$ cat src/design/bus_pkg.sv
// register bus of 32-bit words only; no byte selects, address bits 22:20 pick one of 8 regions
package bus_pkg;

  localparam int BUS_AW = 32;  // address width
  localparam int BUS_DW = 32;  // data width

  // flat address or region plus offset
  typedef union packed {
    logic [BUS_AW-1:0] raw;
    struct packed {
      logic [8:0]  unused;   // bits 31:23 not decoded
      logic [2:0]  region;   // bits 22:20
      logic [19:0] offset;   // register offset in region
    } fields;
  } sys_addr_u;

  ////////////////////////////////////////////////////////////////////////////
  // regions and registers
  ////////////////////////////////////////////////////////////////////////////

  localparam int N_REGIONS     = 8;
  localparam int REGION_HK     = 0;  // housekeeping
  localparam int REGION_OFFSET = 1;  // DAC offsets and ADC readback

  // housekeeping
  localparam logic [19:0] HK_ID_OFS   = 20'h0;
  localparam logic [19:0] HK_LED_OFS  = 20'h4;
  localparam logic [19:0] HK_CTRL_OFS = 20'h8;  // bit 0 digital loopback

  // output offset block
  localparam logic [19:0] OFS_A_OFS = 20'h0;
  localparam logic [19:0] OFS_B_OFS = 20'h4;
  localparam logic [19:0] ADC_A_OFS = 20'h8;  // read only
  localparam logic [19:0] ADC_B_OFS = 20'hC;  // read only

  localparam logic [BUS_DW-1:0] BOARD_ID = 32'hA5A1_0014;

endpackage

$ cat src/design/analog_pkg.sv
// two's complement samples of 14 bits; pins assumed negative-slope offset binary on both converters
package analog_pkg;

  ////////////////////////////////////////////////////////////////////////////
  // widths
  ////////////////////////////////////////////////////////////////////////////

  localparam int SAMPLE_W = 14;            // ADC and DAC resolution
  localparam int SUM_W    = SAMPLE_W + 1;  // one guard bit for sample plus offset

  // pin code of a zero sample
  localparam logic [SAMPLE_W-1:0] DAC_RESET_CODE = 14'h1FFF;

  ////////////////////////////////////////////////////////////////////////////
  // code conversion
  ////////////////////////////////////////////////////////////////////////////

  // keep the top bit and flip the rest
  // same rule in both directions so one function serves ADC and DAC
  function automatic logic [SAMPLE_W-1:0] conv_code(input logic [SAMPLE_W-1:0] code);
    return {code[SAMPLE_W-1], ~code[SAMPLE_W-2:0]};
  endfunction

endpackage
$ cat src/design/analog_top.sv
// single clock adc_clk drives bus and analog path; one DAC port per channel, no DDR interleave
`timescale 1ns/1ps

module analog_top
#(
  parameter int SAMPLE_W = analog_pkg::SAMPLE_W
)
(
  input  logic                       adc_clk,
  input  logic                       rst_n_i,
  input  logic [SAMPLE_W-1:0]        adc_dat_a_i,
  input  logic [SAMPLE_W-1:0]        adc_dat_b_i,
  output logic [SAMPLE_W-1:0]        dac_dat_a_o,
  output logic [SAMPLE_W-1:0]        dac_dat_b_o,
  output logic [7:0]                 led_o,
  input  logic [bus_pkg::BUS_AW-1:0] sys_addr_i,
  input  logic [bus_pkg::BUS_DW-1:0] sys_wdata_i,
  input  logic                       sys_wen_i,
  input  logic                       sys_ren_i,
  output logic [bus_pkg::BUS_DW-1:0] sys_rdata_o,
  output logic                       sys_ack_o,
  output logic                       sys_err_o
);

  localparam int N  = bus_pkg::N_REGIONS;
  localparam int HK = bus_pkg::REGION_HK;
  localparam int OF = bus_pkg::REGION_OFFSET;

  // per region bus
  logic [N-1:0]                      slv_wen, slv_ren, slv_ack, slv_err;
  logic [N-1:0][bus_pkg::BUS_DW-1:0] slv_rdata;

  // analog path
  logic signed [SAMPLE_W-1:0] adc_a, adc_b;
  logic signed [SAMPLE_W-1:0] dac_loop_a, dac_loop_b;
  logic signed [SAMPLE_W-1:0] offset_a, offset_b;
  logic                       digital_loop;

  ////////////////////////////////////////////////////////////////////////////
  // register bus
  ////////////////////////////////////////////////////////////////////////////

  sys_bus_decoder i_bus (
    .adc_clk     (adc_clk),     .rst_n_i    (rst_n_i),
    .sys_addr_i  (sys_addr_i),  .sys_wen_i  (sys_wen_i),  .sys_ren_i (sys_ren_i),
    .sys_rdata_o (sys_rdata_o), .sys_ack_o  (sys_ack_o),  .sys_err_o (sys_err_o),
    .slv_wen_o   (slv_wen),     .slv_ren_o  (slv_ren),
    .slv_rdata_i (slv_rdata),   .slv_ack_i  (slv_ack),    .slv_err_i (slv_err)
  );

  // empty regions are tied off and answered by the decoder
  for (genvar r = 0; r < N; r++)
  begin : g_empty
    if (r != HK && r != OF)
    begin : g_tie
      assign slv_rdata[r] = '0;
      assign slv_ack[r]   = 1'b0;
      assign slv_err[r]   = 1'b0;
    end
  end

  housekeeping_regs i_hk (
    .adc_clk     (adc_clk),       .rst_n_i     (rst_n_i),
    .sys_addr_i  (sys_addr_i),    .sys_wdata_i (sys_wdata_i),
    .sys_wen_i   (slv_wen[HK]),   .sys_ren_i   (slv_ren[HK]),
    .sys_rdata_o (slv_rdata[HK]), .sys_ack_o   (slv_ack[HK]), .sys_err_o (slv_err[HK]),
    .led_o       (led_o),
    .digital_loop_o (digital_loop)
  );

  output_offset_regs i_ofs (
    .adc_clk     (adc_clk),       .rst_n_i     (rst_n_i),
    .sys_addr_i  (sys_addr_i),    .sys_wdata_i (sys_wdata_i),
    .sys_wen_i   (slv_wen[OF]),   .sys_ren_i   (slv_ren[OF]),
    .sys_rdata_o (slv_rdata[OF]), .sys_ack_o   (slv_ack[OF]), .sys_err_o (slv_err[OF]),
    .adc_a_i     (adc_a),         .adc_b_i     (adc_b),
    .offset_a_o  (offset_a),      .offset_b_o  (offset_b)
  );

  ////////////////////////////////////////////////////////////////////////////
  // analog path
  ////////////////////////////////////////////////////////////////////////////

  adc_frontend #(.SAMPLE_W(SAMPLE_W)) i_adc (
    .adc_clk        (adc_clk),     .rst_n_i      (rst_n_i),
    .adc_dat_a_i    (adc_dat_a_i), .adc_dat_b_i  (adc_dat_b_i),
    .digital_loop_i (digital_loop),
    .dac_loop_a_i   (dac_loop_a),  .dac_loop_b_i (dac_loop_b),
    .adc_a_o        (adc_a),       .adc_b_o      (adc_b)
  );

  dac_backend #(.SAMPLE_W(SAMPLE_W)) i_dac (
    .adc_clk      (adc_clk),     .rst_n_i      (rst_n_i),
    .adc_a_i      (adc_a),       .adc_b_i      (adc_b),
    .offset_a_i   (offset_a),    .offset_b_i   (offset_b),
    .dac_dat_a_o  (dac_dat_a_o), .dac_dat_b_o  (dac_dat_b_o),
    .dac_loop_a_o (dac_loop_a),  .dac_loop_b_o (dac_loop_b)
  );

endmodule

$ cat src/design/output_offset_regs.sv
// region 1 slave; offsets take the low 14 write bits, ADC words are read only snapshots
`timescale 1ns/1ps

module output_offset_regs
(
  input  logic                                  adc_clk,
  input  logic                                  rst_n_i,
  input  logic [bus_pkg::BUS_AW-1:0]            sys_addr_i,
  input  logic [bus_pkg::BUS_DW-1:0]            sys_wdata_i,
  input  logic                                  sys_wen_i,
  input  logic                                  sys_ren_i,
  output logic [bus_pkg::BUS_DW-1:0]            sys_rdata_o,
  output logic                                  sys_ack_o,
  output logic                                  sys_err_o,
  input  logic signed [analog_pkg::SAMPLE_W-1:0] adc_a_i,     // current front end sample
  input  logic signed [analog_pkg::SAMPLE_W-1:0] adc_b_i,
  output logic signed [analog_pkg::SAMPLE_W-1:0] offset_a_o,
  output logic signed [analog_pkg::SAMPLE_W-1:0] offset_b_o
);

  localparam int SW = analog_pkg::SAMPLE_W;
  localparam int DW = bus_pkg::BUS_DW;

  bus_pkg::sys_addr_u addr;
  logic               hit;
  logic [DW-1:0]      rd_val;

  // sign extend a sample to a bus word
  function automatic logic [DW-1:0] sext(input logic signed [SW-1:0] v);
    return DW'(v);
  endfunction

  assign addr.raw = sys_addr_i;

  ////////////////////////////////////////////////////////////////////////////
  // read decode
  ////////////////////////////////////////////////////////////////////////////

  always_comb
  begin
    hit    = 1'b1;
    rd_val = '0;
    case (addr.fields.offset)
      bus_pkg::OFS_A_OFS: rd_val = sext(offset_a_o);
      bus_pkg::OFS_B_OFS: rd_val = sext(offset_b_o);
      bus_pkg::ADC_A_OFS: rd_val = sext(adc_a_i);  // sampled at the strobe
      bus_pkg::ADC_B_OFS: rd_val = sext(adc_b_i);
      default:            hit    = 1'b0;
    endcase
  end

  // offset writes
  always_ff @(posedge adc_clk)
  begin
    if (!rst_n_i)
    begin
      offset_a_o <= '0;
      offset_b_o <= '0;
    end
    else if (sys_wen_i)
    begin
      if (addr.fields.offset == bus_pkg::OFS_A_OFS)
        offset_a_o <= sys_wdata_i[SW-1:0];
      if (addr.fields.offset == bus_pkg::OFS_B_OFS)
        offset_b_o <= sys_wdata_i[SW-1:0];
    end
  end

  ////////////////////////////////////////////////////////////////////////////
  // bus answer
  ////////////////////////////////////////////////////////////////////////////

  always_ff @(posedge adc_clk)
  begin
    if (!rst_n_i)
    begin
      sys_ack_o <= 1'b0;
      sys_err_o <= 1'b0;
    end
    else
    begin
      sys_ack_o <= sys_wen_i | sys_ren_i;
      sys_err_o <= (sys_wen_i | sys_ren_i) & ~hit;
    end
  end

  always_ff @(posedge adc_clk)
    sys_rdata_o <= (sys_ren_i && hit) ? rd_val : '0;  // snapshot here

endmodule

$ cat src/design/housekeeping_regs.sv
// region 0 slave; full words only, ID is read only and writes to it are acked and dropped
`timescale 1ns/1ps

module housekeeping_regs
(
  input  logic                       adc_clk,
  input  logic                       rst_n_i,
  input  logic [bus_pkg::BUS_AW-1:0] sys_addr_i,
  input  logic [bus_pkg::BUS_DW-1:0] sys_wdata_i,
  input  logic                       sys_wen_i,
  input  logic                       sys_ren_i,
  output logic [bus_pkg::BUS_DW-1:0] sys_rdata_o,
  output logic                       sys_ack_o,
  output logic                       sys_err_o,
  output logic [7:0]                 led_o,
  output logic                       digital_loop_o
);

  bus_pkg::sys_addr_u         addr;
  logic                       hit;     // offset is a known register
  logic [bus_pkg::BUS_DW-1:0] rd_val;

  assign addr.raw = sys_addr_i;

  ////////////////////////////////////////////////////////////////////////////
  // read decode
  ////////////////////////////////////////////////////////////////////////////

  always_comb
  begin
    hit    = 1'b1;
    rd_val = '0;
    case (addr.fields.offset)
      bus_pkg::HK_ID_OFS:   rd_val = bus_pkg::BOARD_ID;
      bus_pkg::HK_LED_OFS:  rd_val = {24'h0, led_o};
      bus_pkg::HK_CTRL_OFS: rd_val = {31'h0, digital_loop_o};
      default:              hit    = 1'b0;
    endcase
  end

  // register writes
  always_ff @(posedge adc_clk)
  begin
    if (!rst_n_i)
    begin
      led_o          <= 8'h0;
      digital_loop_o <= 1'b0;
    end
    else if (sys_wen_i)
    begin
      if (addr.fields.offset == bus_pkg::HK_LED_OFS)
        led_o <= sys_wdata_i[7:0];
      if (addr.fields.offset == bus_pkg::HK_CTRL_OFS)
        digital_loop_o <= sys_wdata_i[0];  // loopback enable
    end
  end

  ////////////////////////////////////////////////////////////////////////////
  // bus answer
  ////////////////////////////////////////////////////////////////////////////

  always_ff @(posedge adc_clk)
  begin
    if (!rst_n_i)
    begin
      sys_ack_o <= 1'b0;
      sys_err_o <= 1'b0;
    end
    else
    begin
      sys_ack_o <= sys_wen_i | sys_ren_i;            // always one cycle
      sys_err_o <= (sys_wen_i | sys_ren_i) & ~hit;   // unknown offset
    end
  end

  // zero unless a valid read
  always_ff @(posedge adc_clk)
    sys_rdata_o <= (sys_ren_i && hit) ? rd_val : '0;

endmodule

$ cat src/design/dac_backend.sv
// sum of sample and offset saturates at full scale, no wrap; pins show the value one cycle later
`timescale 1ns/1ps

module dac_backend
#(
  parameter int SAMPLE_W = analog_pkg::SAMPLE_W
)
(
  input  logic                       adc_clk,
  input  logic                       rst_n_i,
  input  logic signed [SAMPLE_W-1:0] adc_a_i,
  input  logic signed [SAMPLE_W-1:0] adc_b_i,
  input  logic signed [SAMPLE_W-1:0] offset_a_i,
  input  logic signed [SAMPLE_W-1:0] offset_b_i,
  output logic [SAMPLE_W-1:0]        dac_dat_a_o,   // pin code CH1
  output logic [SAMPLE_W-1:0]        dac_dat_b_o,   // pin code CH2
  output logic signed [SAMPLE_W-1:0] dac_loop_a_o,  // back to the front end
  output logic signed [SAMPLE_W-1:0] dac_loop_b_o
);

  localparam int SUM_W = analog_pkg::SUM_W;

  logic signed [SUM_W-1:0]    sum_a, sum_b;  // one guard bit
  logic signed [SAMPLE_W-1:0] sat_a, sat_b;

  // clip to full scale when the two top bits differ
  function automatic logic signed [SAMPLE_W-1:0] sat(input logic signed [SUM_W-1:0] s);
    if (s[SUM_W-1] ^ s[SUM_W-2])
      return {s[SUM_W-1], {(SAMPLE_W-1){~s[SUM_W-1]}}};  // most neg or most pos
    return s[SAMPLE_W-1:0];
  endfunction

  ////////////////////////////////////////////////////////////////////////////
  // offset and saturation
  ////////////////////////////////////////////////////////////////////////////

  assign sum_a = adc_a_i + offset_a_i;  // both sign extended
  assign sum_b = adc_b_i + offset_b_i;

  assign sat_a = sat(sum_a);
  assign sat_b = sat(sum_b);

  ////////////////////////////////////////////////////////////////////////////
  // output registers
  ////////////////////////////////////////////////////////////////////////////

  always_ff @(posedge adc_clk)
  begin
    if (!rst_n_i)
    begin
      dac_loop_a_o <= '0;
      dac_loop_b_o <= '0;
      dac_dat_a_o  <= analog_pkg::DAC_RESET_CODE;  // mid scale
      dac_dat_b_o  <= analog_pkg::DAC_RESET_CODE;
    end
    else
    begin
      dac_loop_a_o <= sat_a;
      dac_loop_b_o <= sat_b;
      dac_dat_a_o  <= analog_pkg::conv_code(sat_a);  // back to negative slope
      dac_dat_b_o  <= analog_pkg::conv_code(sat_b);
    end
  end

endmodule

$ cat src/design/adc_frontend.sv
// one register stage on the pins; loopback samples bypass it and are taken as they come
`timescale 1ns/1ps

module adc_frontend
#(
  parameter int SAMPLE_W = analog_pkg::SAMPLE_W
)
(
  input  logic                       adc_clk,
  input  logic                       rst_n_i,
  input  logic [SAMPLE_W-1:0]        adc_dat_a_i,     // pin code CH1
  input  logic [SAMPLE_W-1:0]        adc_dat_b_i,     // pin code CH2
  input  logic                       digital_loop_i,
  input  logic signed [SAMPLE_W-1:0] dac_loop_a_i,    // registered DAC sample
  input  logic signed [SAMPLE_W-1:0] dac_loop_b_i,
  output logic signed [SAMPLE_W-1:0] adc_a_o,
  output logic signed [SAMPLE_W-1:0] adc_b_o
);

  logic [SAMPLE_W-1:0] adc_raw_a_q;  // pin code as captured
  logic [SAMPLE_W-1:0] adc_raw_b_q;

  ////////////////////////////////////////////////////////////////////////////
  // input registers
  ////////////////////////////////////////////////////////////////////////////

  always_ff @(posedge adc_clk)
  begin
    if (!rst_n_i)
    begin
      adc_raw_a_q <= '0;
      adc_raw_b_q <= '0;
    end
    else
    begin
      adc_raw_a_q <= adc_dat_a_i;
      adc_raw_b_q <= adc_dat_b_i;
    end
  end

  // negative slope to two's complement, or the DAC sample in loopback
  assign adc_a_o = digital_loop_i ? dac_loop_a_i
                                  : $signed(analog_pkg::conv_code(adc_raw_a_q));
  assign adc_b_o = digital_loop_i ? dac_loop_b_i
                                  : $signed(analog_pkg::conv_code(adc_raw_b_q));

endmodule

$ cat src/design/sys_bus_decoder.sv
// address must be held until ack; only regions 0 and 1 are populated, the others answer zero
`timescale 1ns/1ps

module sys_bus_decoder
(
  input  logic                                           adc_clk,
  input  logic                                           rst_n_i,
  input  logic [bus_pkg::BUS_AW-1:0]                     sys_addr_i,
  input  logic                                           sys_wen_i,    // one cycle pulse
  input  logic                                           sys_ren_i,    // one cycle pulse
  output logic [bus_pkg::BUS_DW-1:0]                     sys_rdata_o,
  output logic                                           sys_ack_o,
  output logic                                           sys_err_o,
  output logic [bus_pkg::N_REGIONS-1:0]                  slv_wen_o,
  output logic [bus_pkg::N_REGIONS-1:0]                  slv_ren_o,
  input  logic [bus_pkg::N_REGIONS-1:0][bus_pkg::BUS_DW-1:0] slv_rdata_i,
  input  logic [bus_pkg::N_REGIONS-1:0]                  slv_ack_i,
  input  logic [bus_pkg::N_REGIONS-1:0]                  slv_err_i
);

  localparam int N = bus_pkg::N_REGIONS;

  // regions with a real slave behind them
  localparam logic [N-1:0] REGION_USED = (1 << bus_pkg::REGION_HK)
                                       | (1 << bus_pkg::REGION_OFFSET);

  bus_pkg::sys_addr_u addr;
  logic [N-1:0]       cs;           // one-hot region select
  logic               region_used;  // addressed region has a slave
  logic               empty_ack_q;  // own answer for empty regions

  assign addr.raw = sys_addr_i;
  assign cs       = {{(N-1){1'b0}}, 1'b1} << addr.fields.region;

  assign slv_wen_o = cs & {N{sys_wen_i}};
  assign slv_ren_o = cs & {N{sys_ren_i}};

  ////////////////////////////////////////////////////////////////////////////
  // answer multiplexer
  ////////////////////////////////////////////////////////////////////////////

  assign region_used = |(cs & REGION_USED);

  assign sys_rdata_o = region_used ? slv_rdata_i[addr.fields.region] : '0;
  assign sys_ack_o   = |(cs & REGION_USED & slv_ack_i) | empty_ack_q;
  assign sys_err_o   = |(cs & REGION_USED & slv_err_i);  // empty regions never flag

  // empty regions ack one cycle after the strobe like a slave would
  always_ff @(posedge adc_clk)
  begin
    if (!rst_n_i)
      empty_ack_q <= 1'b0;
    else
      empty_ack_q <= (sys_wen_i | sys_ren_i) & ~region_used;
  end

endmodule

$ cat config.mk
export PLATFORM = sky130hd
export DESIGN_NAME = analog_top
export DESIGN_NICKNAME = d
export VERILOG_FILES = /design/src/design/bus_pkg.sv /design/src/design/analog_pkg.sv /design/src/design/analog_top.sv /design/src/design/output_offset_regs.sv /design/src/design/housekeeping_regs.sv /design/src/design/dac_backend.sv /design/src/design/adc_frontend.sv /design/src/design/sys_bus_decoder.sv
export SDC_FILE = /design/constraint.sdc
export NUM_CORES = 1
export LEC_CHECK = 0
export ABC_CLOCK_PERIOD_IN_PS = 5050
export BUFFER_PORTS_ARGS = -buffer_cell sky130_fd_sc_hd__buf_2
export CELL_PAD_IN_SITES_DETAIL_PLACEMENT = 1
export CELL_PAD_IN_SITES_GLOBAL_PLACEMENT = 2
export CORE_MARGIN = 8
export CORE_UTILIZATION = 36
export DETAILED_ROUTE_END_ITERATION = 8
export PLACE_DENSITY_LB_ADDON = 0.3
export SLEW_MARGIN = 0
export SYNTH_ARGS = -nofsm -noshare
export SYNTH_HDL_FRONTEND = slang
export SYNTH_HIERARCHICAL = 1
export SYNTH_SLANG_ARGS = --single-unit
$ cat constraint.sdc
create_clock -name adc_clk -period 5.05 [get_ports adc_clk]
set_input_delay 1.515 -clock adc_clk [delete_from_list [all_inputs] [get_ports adc_clk]]
set_output_delay 1.515 -clock adc_clk [all_outputs]
set_load 0.03 [all_outputs]
Word level (Yosys, flattened, before mapping)
Index checks and enable logic that the tools add are counted.
{"block": "word_totals", "wordCells": 73, "out_inout_bits": 70, "ram_bits": 0, "mem_bits_ro": 0, "in_bits": 96, "latchBits": 0, "reg_bits": 190, "mem_count": 0}
{"block": "op_classes", "bitwise": 22, "n_mul": 0, "n_shift": 1, "magnitude_cmp": 1, "eq_ne": 3, "mux": 15, "reduce_logical": 12, "div": 0, "addsub": 2}
{"operator": "$pmux 32 s4", "n": 1}
{"operator": "$bmux 32 s3", "n": 1}
{"operator": "$pmux 32 s3", "n": 1}
{"operator": "$mux 14", "n": 6}
{"operator": "$mux 32", "n": 2}
{"operator": "$not 13->13", "n": 4}
{"operator": "$eq 20x4->1 const B", "n": 2}
{"operator": "$add 14x14->15", "n": 2}
{"operator": "$eq 20x3->1 const B", "n": 1}
{"operator": "$logic_not 20->1", "n": 1}
{"operator": "$reduce_or 8->1", "n": 2}
{"operator": "$and 2x2->2", "n": 4}
{"operator": "$reduce_and 2->1", "n": 4}
{"operator": "$not 1->1", "n": 5}
{"operator": "$lt 3x4->1 const B", "n": 1}
{"operator": "$mux 1", "n": 4}
{"operator": "$or 1x1->1", "n": 4}
{"operator": "$reduce_or 4->1", "n": 1}
{"operator": "$and 1x1->1", "n": 3}
{"operator": "$reduce_or 3->1", "n": 1}
{"operator": "$shl 1x3->2 const A", "n": 1}
{"operator": "$logic_and 1x1->1", "n": 2}
{"operator": "$reduce_or 2->1", "n": 1}
{"operator": "$xor 1x1->1", "n": 2}

Depth between registers and ports, before layout
Gate-level depths: netlist of run 1.
{"block": "logic_depth", "depth_word": 7, "depth_mapped": 15, "mapped_depth_nobuf": 12}

Modules after synthesis
The synthesis of run 1 kept the hierarchy.
{"module": "dac_backend", "area_per_inst_um2": 3006.6, "seq_area_each_um2": 1081.0, "cells_per_inst": 319, "n_inst": 1}
{"module": "output_offset_regs", "area_per_inst_um2": 2169.6, "seq_area_each_um2": 880.8, "cells_per_inst": 210, "n_inst": 1}
{"module": "adc_frontend", "area_per_inst_um2": 1118.6, "seq_area_each_um2": 560.5, "cells_per_inst": 118, "n_inst": 1}
{"module": "housekeeping_regs", "area_per_inst_um2": 954.7, "seq_area_each_um2": 400.4, "cells_per_inst": 101, "n_inst": 1}
{"module": "sys_bus_decoder", "area_per_inst_um2": 675.6, "seq_area_each_um2": 20.0, "cells_per_inst": 103, "n_inst": 1}
{"module": "analog_top", "area_per_inst_um2": 3.8, "seq_area_each_um2": 0.0, "cells_per_inst": 1, "n_inst": 1}

Least setup slack after synthesis of run 1
No wires, ideal clock.
{"block": "synth_path", "path_kind": "input -> output", "startpoint": "in sys_addr_i[22] (netlist name)", "endpoint": "out sys_rdata_o[10] (netlist name)", "t_arrival_ns": 2.439, "n_path_buf": 2, "slack_ns": 1.096, "required_ns": 3.535, "cell_stages": 4, "cell_sequence": "or2_1 -> buf_2 -> buf_6 -> nor2_1"}
{"block": "synth_between", "elab_chain_len": 3, "word_cells_on_any_way": 5, "classes_between": "1 x shift; 3 x mux; 1 x reduce/logical"}
{"item": "from (decl)", "line_no": "analog_top.sv:16", "rtl": "input logic [bus_pkg::BUS_AW-1:0] sys_addr_i,"}
{"item": "$bmux 32 s3 / $shl 1x3->2 (equally long branches)", "line_no": "sys_bus_decoder.sv:44, sys_bus_decoder.sv:33"}
{"item": "$mux 32 (implied by the code) / $reduce_or 2->1 (equally long branches)", "line_no": "sys_bus_decoder.sv:44, sys_bus_decoder.sv:42"}
{"item": "$mux 32 *", "line_no": "sys_bus_decoder.sv:44", "rtl": "assign sys_rdata_o = region_used ? slv_rdata_i[addr.fields.region] : '0;"}
{"item": "to (decl)", "line_no": "analog_top.sv:20", "rtl": "output logic [bus_pkg::BUS_DW-1:0] sys_rdata_o,"}
Mark *: on every way between the ends. The rest lies on a longest branch, timed or not. The select of a mux whose other input is x is not followed.

Worst setup path in the final report of run 1
{"block": "layout_path", "startpoint": "in sys_addr_i[20] (netlist name)", "endpoint": "out sys_ack_o"}
{"block": "layout_between", "elab_chain_len": 4}
{"item": "$shl 1x3->2", "line_no": "sys_bus_decoder.sv:33", "rtl": "assign cs = {{(N-1){1'b0}}, 1'b1} << addr.fields.region;"}
{"item": "$and 2x2->2", "line_no": "sys_bus_decoder.sv:45", "rtl": "assign sys_ack_o = |(cs & REGION_USED & slv_ack_i) | empty_ack_q;"}
{"item": "$reduce_or 8->1", "line_no": "sys_bus_decoder.sv:45"}
{"item": "$or 1x1->1", "line_no": "sys_bus_decoder.sv:45"}
{"item": "to (decl)", "line_no": "analog_top.sv:21", "rtl": "output logic sys_ack_o,"}
No other way between the ends.

==> results.cfg, run 1 <==
[floorplanning]
start_util = 0.364
die_width_um = 164
die_h_um = 164
core.rowCount = 54
dieArea_um2 = 26800
core_area_um2 = 21600
num_io_pins = 166

[synth]
ys.warnings.count = 6
netlist_instances = 835
avgSynthCellArea_um2 = 9.41
synthesis.area_um2 = 7860

[sta]
max_freq_mhz = 227
relSlewSlack = 0.240
tightest_slew_ns = 1.14
fin_setup_tns_ns = 0
drv_slew = 0
setup_violations = 0
period_share = 0.872
finClkSkew_ns = 0.00733
whs_ns = 0.464
rsz0062_at_grt = no
finalHoldViolCount = 0
period_minus_slack_ns = 4.40
setup_slack_ns = 0.646

[job]
maxCapViolations = 0

[cts]
clk-insertion-delay-late_ns = 0.42
clockRootBuffer = clkbuf_16
cts_buffer_depth = 2
cts_buffers = 17
cts.clk_slew.worst_paths_ns = 0.06
cts_tree = done
cts_max_level = 4
hold_buffers = 0
post_cts_buffers = 0
cts_resized = 0
cts_num_sinks = 147

[worst_setup_path]
end_kind = primary output
arrival_ns = 2.89
crit_path_max_fanout = 37
critical_path_required_ns = 3.54
r2r_cells = 12
crit_path_start = sys_addr_i[20]
start_kind = input pin
r2r_slack_ns = 1.34
r2r_end = i_dac/dac_dat_a_o[12]$_SDFF_PN1_
endpoint = sys_ack_o
worstSetupPathType = input pin to primary output
regToRegStartpoint = i_hk/digital_loop_o$_SDFFE_PN0P_

[routing]
drc_errors = 0
via_count = 6073
finalWirelength_mm = 21.6
avgViaCountPerCell = 5.00
post_drt_wl_per_cell_um = 17.8
drt-initial-drc-count = 403
ant_nets = 0
drt_first_pass_iters = 4

[power_and_ir_drop]
p_int_mw = 2.01
ir_drop_mv = 0.196
pwr-share-clk = 0.449
p_switching_mw = 0.721
powerDensity_nw_per_um2 = 306
power_leakage_nw = 3.75
comb_power_share = 0.105
power.total_mw = 2.73
p_sw_frac = 0.264
pwr-share-seq = 0.446

[place]
pre_cts_ws_ns = 0.620
dp_hpwl_mm = 16.3
portBuffers = 138
gp_congestion = 0.808
place_area_um2 = 8350

[grt]
antenna_found_initial = 2
grt_max_degree = 67
grt_pass1_vias = 6213
grt.overflow.total = 0
grt_first_pass_wirelength_mm = 34.1
track_usage = 0.162

[worst_hold_path]
hp-class = flip-flop to flip-flop

[layout]
finalNetCount = 1048
syn2layout_area_growth_pct = 13.5
antenna_cells = 0
design_area_um2 = 8920
drive_gt1_frac = 0.278

[outcome]
status = complete, no violations
-- how the worst min path moves through the flow --
stage | from | endpoint | depth (start not counted)
final | i_hk/led_o[3]$_SDFFE_PN0P_ | i_hk/led_o[3]$_SDFFE_PN0P_ | 2
after floorplan | i_ofs/offset_b_o[2]$_SDFFE_PN0P_ | i_ofs/offset_b_o[2]$_SDFFE_PN0P_ | 2
after global placement | i_hk/led_o[5]$_SDFFE_PN0P_ | i_hk/led_o[5]$_SDFFE_PN0P_ | 2
after global routing | i_hk/led_o[4]$_SDFFE_PN0P_ | i_hk/led_o[4]$_SDFFE_PN0P_ | 2
after detailed placement | i_hk/led_o[3]$_SDFFE_PN0P_ | i_hk/led_o[3]$_SDFFE_PN0P_ | 2
after CTS | i_hk/led_o[3]$_SDFFE_PN0P_ | i_hk/led_o[3]$_SDFFE_PN0P_ | 2
-- cell type report --
cell class | count | area (um2)
clock buffers | 17 | 425
clock inverters | 15 | 144
fillers | 2548 | 12700
inverters | 18 | 67.6
multi-input cells | 590 | 4220
flip-flops and latches | 147 | 2940
well taps | 280 | 350
repair buffers | 148 | 766
-- power groups by stage --
stage	combinational (mW)	sequential, mW	clock [mW]
floorplan	0.176	1.27	0
global placement	0.288	1.24	0
detailed placement	0.291	1.24	0
CTS	0.292	1.22	1.26
global route	0.316	1.22	1.31
finish	0.287	1.22	1.23
-- critical path, cell delays in order --
cell,delay [ns]
buf_2,0.76
mux2i_1,0.30
o21bai_1,0.08
buf_2,0.22
-- per-layer routing --
layer / wire length, um / vias up / global-route usage
met5: 24 / - / 0
met4: 167 / 4 / 0.0372
met3: 902 / 19 / 0.0386
met2: 10200 / 97 / 0.263
met1: 10300 / 2852 / 0.213
li1: - / 3101 / -
-- flip-flops by register name, indices dropped and copies added (netlist names), 8 cells and up --
signal              count
i_hk/sys_rdata_o        9
i_dac/dac_dat_b_o      14
i_dac/dac_loop_b_o     13
i_ofs/offset_a_o       14
i_ofs/offset_b_o       14
i_ofs/sys_rdata_o      14
i_dac/dac_dat_a_o      14
i_dac/dac_loop_a_o     13
i_adc/adc_raw_a_q      14
i_hk/led_o              8
i_adc/adc_raw_b_q      14
-- placed cells by master (no fill, tap or decap), drive strengths merged, types with 14 or more instances in the layout --
master	instances
nor2b	17
inv	25
o21ai	82
and2	37
a21oi	26
a21boi	33
conb	17
clkbuf	17
ha	28
mux2i	43
mux4	14
buf	148
nor2	51
nand2	59
dfxtp	147
nand4	31
a31oi	16
-- through the flow --
step,instances,util
final,1215,0.413
after floorplan,851,-
after global placement,1183,0.386
after global routing,1215,0.413
after detailed placement,1183,0.386
after CTS,1215,0.413
Note: power is estimated with default switching activity, not from simulation.
==> run 2, diff against run 1 <==
--- a/config.mk
+++ b/config.mk
@@ -8,9 +8,10 @@
 export ABC_CLOCK_PERIOD_IN_PS = 5050
 export BUFFER_PORTS_ARGS = -buffer_cell sky130_fd_sc_hd__buf_2
 export CELL_PAD_IN_SITES_DETAIL_PLACEMENT = 1
-export CELL_PAD_IN_SITES_GLOBAL_PLACEMENT = 2
+export CELL_PAD_IN_SITES_GLOBAL_PLACEMENT = 1
+export CORE_ASPECT_RATIO = 0.6
 export CORE_MARGIN = 8
-export CORE_UTILIZATION = 36
+export CORE_UTILIZATION = 45
 export DETAILED_ROUTE_END_ITERATION = 8
 export PLACE_DENSITY_LB_ADDON = 0.3
 export SLEW_MARGIN = 0
==> results.cfg, run 2 (synthesis gave the netlist of run 1 again) <==
[outcome]
status = complete, no violations

[cts]
cts_resized = 0
post_cts_buffers = 0
cts_buffers = 17
cts_max_level = 4
cts_tree = done
cts.clk_slew.worst_paths_ns = 0.06
clk-insertion-delay-late_ns = 0.43
cts_num_sinks = 147
cts_buffer_depth = 2
hold_buffers = 0
clockRootBuffer = clkbuf_16

[power_and_ir_drop]
power.total_mw = 2.79
power_leakage_nw = 3.74
ir_drop_mv = 0.220
powerDensity_nw_per_um2 = 315

[place]
portBuffers = 138
gp_congestion = 0.820
dp_hpwl_mm = 16.8

[floorplanning]
die_width_um = 187
core.rowCount = 37
num_io_pins = 166
die_h_um = 118
start_util = 0.459
dieArea_um2 = 22100
core_area_um2 = 17100

[worst_setup_path]
end_kind = primary output
start_kind = input pin
worstSetupPathType = input pin to primary output
critical_path_required_ns = 3.54
arrival_ns = 2.94
crit_path_max_fanout = 37

[grt]
grt_first_pass_wirelength_mm = 36.7
track_usage = 0.204
grt_pass1_vias = 6574
grt.overflow.total = 0
antenna_found_initial = 1
grt_max_degree = 63

[routing]
finalWirelength_mm = 22.7
post_drt_wl_per_cell_um = 19.4
drc_errors = 0
via_count = 6404
drt_first_pass_iters = 5
drt-initial-drc-count = 361
ant_nets = 0
avgViaCountPerCell = 5.49

[sta]
period_share = 0.882
tightest_slew_ns = 1.14
finClkSkew_ns = 0.0107
drv_slew = 0
max_freq_mhz = 225
fin_setup_tns_ns = 0
rsz0062_at_grt = no
finalHoldViolCount = 0
period_minus_slack_ns = 4.45
setup_violations = 0
relSlewSlack = 0.242

[layout]
antenna_cells = 0
syn2layout_area_growth_pct = 12.9
nFillCells = 2013
final_common_cell = dfxtp_1
mostFrequentLayoutCells = dfxtp_1, buf_2, nand2_1, o21ai_1, nor2_1
finalNetCount = 1046
drive_gt1_frac = 0.275

[worst_hold_path]
hp-class = flip-flop to flip-flop

[job]
maxCapViolations = 0
## run 2: final cells by class
cell class                 count  area, um2  area share
clock buffer                  19        443      0.0499
clock inverter                13        150      0.0169
inverter                      18       67.6     0.00762
multi-input combinational    590       4220       0.476
sequential                   147       2940       0.332
tap                          234        293      0.0330
timing repair buffer         146        751      0.0846
## run 2: per-stage QoR
stage                     std cells  utilization  hold slack, ns  worst slack (ns)  area [um2]
after CTS                      1167        0.518           0.477             0.582        8870
after floorplan                 851            -           0.462              1.10        7920
after global routing           1167        0.518           0.491             0.410        8870
after detailed placement       1135        0.483           0.464             0.581        8280
final                          1167        0.518           0.476             0.596        8870
after global placement         1135        0.483           0.453             0.599        8280
## run 2: path summary, 6_finish.rpt
kind / startpoint / to / slack (ns) / cells past startpoint
worst min register to register: i_hk/led_o[5]$_SDFFE_PN0P_ / i_hk/led_o[5]$_SDFFE_PN0P_ / 0.48 / 2
worst max-delay path: sys_addr_i[20] / sys_rdata_o[2] / 0.60 / 4
worst min-delay path: i_hk/led_o[5]$_SDFFE_PN0P_ / i_hk/led_o[5]$_SDFFE_PN0P_ / 0.48 / 2
worst max register to register: i_hk/digital_loop_o$_SDFFE_PN0P_ / i_dac/dac_loop_b_o[8]$_SDFF_PN0_ / 1.13 / 9
## run 2: layer usage
layer	track usage	up-vias	routed length [um]
li1	-	3101	-
met1	0.293	3105	11300
met2	0.307	180	9810
met3	0.0493	16	1320
met4	0.0430	2	185
met5	0	-	8
## run 2: worst max-delay path, cell delays in order
cell	delay, ns
buf_2	0.79
mux2i_1	0.18
nor2_1	0.20
buf_2	0.25
## run 2: where the power goes
part / total, mW / internal [mW] / switching (mW) / leakage [nW]
Sequential: 1.22 / 1.21 / 0.0129 / 1.21
Combinational: 0.295 / 0.116 / 0.178 / 2.25
Clock: 1.28 / 0.747 / 0.532 / 0.273
==> run 3, diff against run 2 <==
--- a/config.mk
+++ b/config.mk
@@ -13,7 +13,7 @@
 export CORE_MARGIN = 8
 export CORE_UTILIZATION = 45
 export DETAILED_ROUTE_END_ITERATION = 8
-export PLACE_DENSITY_LB_ADDON = 0.3
+export PLACE_DENSITY = 0.9
 export SLEW_MARGIN = 0
 export SYNTH_ARGS = -nofsm -noshare
 export SYNTH_HDL_FRONTEND = slang
==> results.cfg, run 3 (synthesis gave the netlist of run 1 again) <==
[cts]
cts.clk_slew.worst_paths_ns = 0.07
cts_tree = done
cts_buffer_depth = 2
cts_num_sinks = 147
clockRootBuffer = clkbuf_16
clk-insertion-delay-late_ns = 0.44
post_cts_buffers = 0
cts_max_level = 4
cts_resized = 0
cts_buffers = 17
hold_buffers = 0

[power_and_ir_drop]
pwr-share-seq = 0.432
p_switching_mw = 0.763
pwr-share-clk = 0.461
power.total_mw = 2.82
comb_power_share = 0.107
p_sw_frac = 0.270
powerDensity_nw_per_um2 = 318
ir_drop_mv = 0.229
power_leakage_nw = 3.75
p_int_mw = 2.06

[place]
dp_hpwl_mm = 18.1
pre_cts_ws_ns = 0.540
portBuffers = 138
placed_cells = 1134
place_area_um2 = 8270
gp_congestion = 0.853

[sta]
drv_slew = 0
period_share = 0.901
setup_violations = 0
period_minus_slack_ns = 4.55
tightest_slew_ns = 1.24
finalHoldViolCount = 0
whs_ns = 0.485
fin_setup_tns_ns = 0
rsz0062_at_grt = no
finClkSkew_ns = 0.0137
relSlewSlack = 0.173
max_freq_mhz = 220
setup_slack_ns = 0.500

[worst_hold_path]
hp-class = flip-flop to flip-flop

[floorplanning]
core_area_um2 = 17100
die_h_um = 118
num_io_pins = 166
die_width_um = 187
core.rowCount = 37
dieArea_um2 = 22100
start_util = 0.459

[worst_setup_path]
endpoint = sys_rdata_o[4]
start_kind = input pin
worstPathCellList = buf_2 > mux2i_1 > nor2_1 > buf_2
r2r_slack_ns = 1.14
worst_path_max_delay_cell = buf_2
regToRegStartpoint = i_hk/digital_loop_o$_SDFFE_PN0P_
r2r_end = i_dac/dac_dat_a_o[3]$_SDFF_PN1_
crit_path_max_fanout = 37
r2r_cells = 13
worstSetupPathType = input pin to primary output
arrival_ns = 3.03
critPathTopFamily = buffers and inverters
critical_path_required_ns = 3.54
end_kind = primary output
path_depth = 4
critPathBufInv = 2
crit_top_cell = buf_2
crit_path_start = sys_addr_i[20]
slowest_delay_ns = 0.80

[outcome]
status = complete, no violations

[layout]
finalNetCount = 1045
final_cells = 1166
antenna_cells = 0
syn2layout_area_growth_pct = 12.8
final_common_cell = dfxtp_1
mostFrequentLayoutCells = dfxtp_1, buf_2, nand2_1, o21ai_1, nor2_1
drive_gt1_frac = 0.276
design_area_um2 = 8870
fin_util = 0.518

[routing]
drc_errors = 0
finalWirelength_mm = 25.5
ant_nets = 0
drt-initial-drc-count = 574
post_drt_wl_per_cell_um = 21.9
drt_first_pass_iters = 5
avgViaCountPerCell = 5.77
via_count = 6722

[job]
maxCapViolations = 0

[grt]
track_usage = 0.227
grt_max_degree = 92
grt_pass1_vias = 6969
antenna_found_initial = 1
grt.overflow.total = 0
grt_first_pass_wirelength_mm = 40.2
[run 3: cell count changes in the layout (fill, tap and decap cells not counted)]
| cell | delta |
|---|---|
| clkinv_2 | +1 |
| buf_4 | -1 |
| clkbuf_8 | -1 |
| clkinvlp_4 | -4 |
| clkinv_4 | +3 |
| inv_6 | +1 |
| inv_8 | +1 |
| clkbuf_1 | -1 |
[run 3: worst reg2reg max path: stages, from the launching register on]
cell and delay (ns):
dfxtp_2 0.66, buf_4 0.38, nand2_1 0.09, o21ai_0 0.25, ha_1 0.28, inv_1 0.06, fa_1 0.41, nor2b_1 0.18
o31a_1 0.15, a21o_1 0.18, o211ai_2 0.14, a211oi_1 0.26, mux2_2 0.52, a31oi_1 0.16
[run 3: cell type report]
class / count / area, um2
multi-input combinational: 590 / 4220
inverter: 18 / 67.6
timing repair buffer: 145 / 743
fill: 2044 / 8260
sequential: 147 / 2940
tap: 234 / 293
clock inverter: 15 / 171
clock buffer: 17 / 425
[run 3: per-layer routing]
layer | vias to the layer above | global-route usage | share of wire
met4 | 2 | 0.0707 | 0.018
met2 | 232 | 0.361 | 0.45
li1 | 3098 | - | -
met1 | 3355 | 0.302 | 0.47
met3 | 35 | 0.0540 | 0.060
met5 | - | 0 | 0.00047
[run 3: worst min path at each step]
stage	startpoint	to	slack, ns	depth (start not counted)
floorplan	i_ofs/offset_b_o[2]$_SDFFE_PN0P_	i_ofs/offset_b_o[2]$_SDFFE_PN0P_	0.46	2
global placement	i_hk/led_o[1]$_SDFFE_PN0P_	i_hk/led_o[1]$_SDFFE_PN0P_	0.45	2
detailed placement	i_hk/led_o[4]$_SDFFE_PN0P_	i_hk/sys_rdata_o[4]$_SDFF_PN0_	0.47	2
CTS	i_hk/led_o[4]$_SDFFE_PN0P_	i_hk/sys_rdata_o[4]$_SDFF_PN0_	0.48	2
global route	i_hk/led_o[4]$_SDFFE_PN0P_	i_hk/led_o[4]$_SDFFE_PN0P_	0.50	2
finish	i_hk/led_o[4]$_SDFFE_PN0P_	i_hk/led_o[4]$_SDFFE_PN0P_	0.48	2
[run 3: power groups by stage]
stage               Clock, mW  Sequential [mW]  Combinational [mW]
finish                   1.30             1.22               0.304
global route             1.37             1.22               0.325
CTS                      1.32             1.22               0.301
detailed placement          0             1.24               0.296
global placement            0             1.24               0.286
floorplan                   0             1.27               0.176
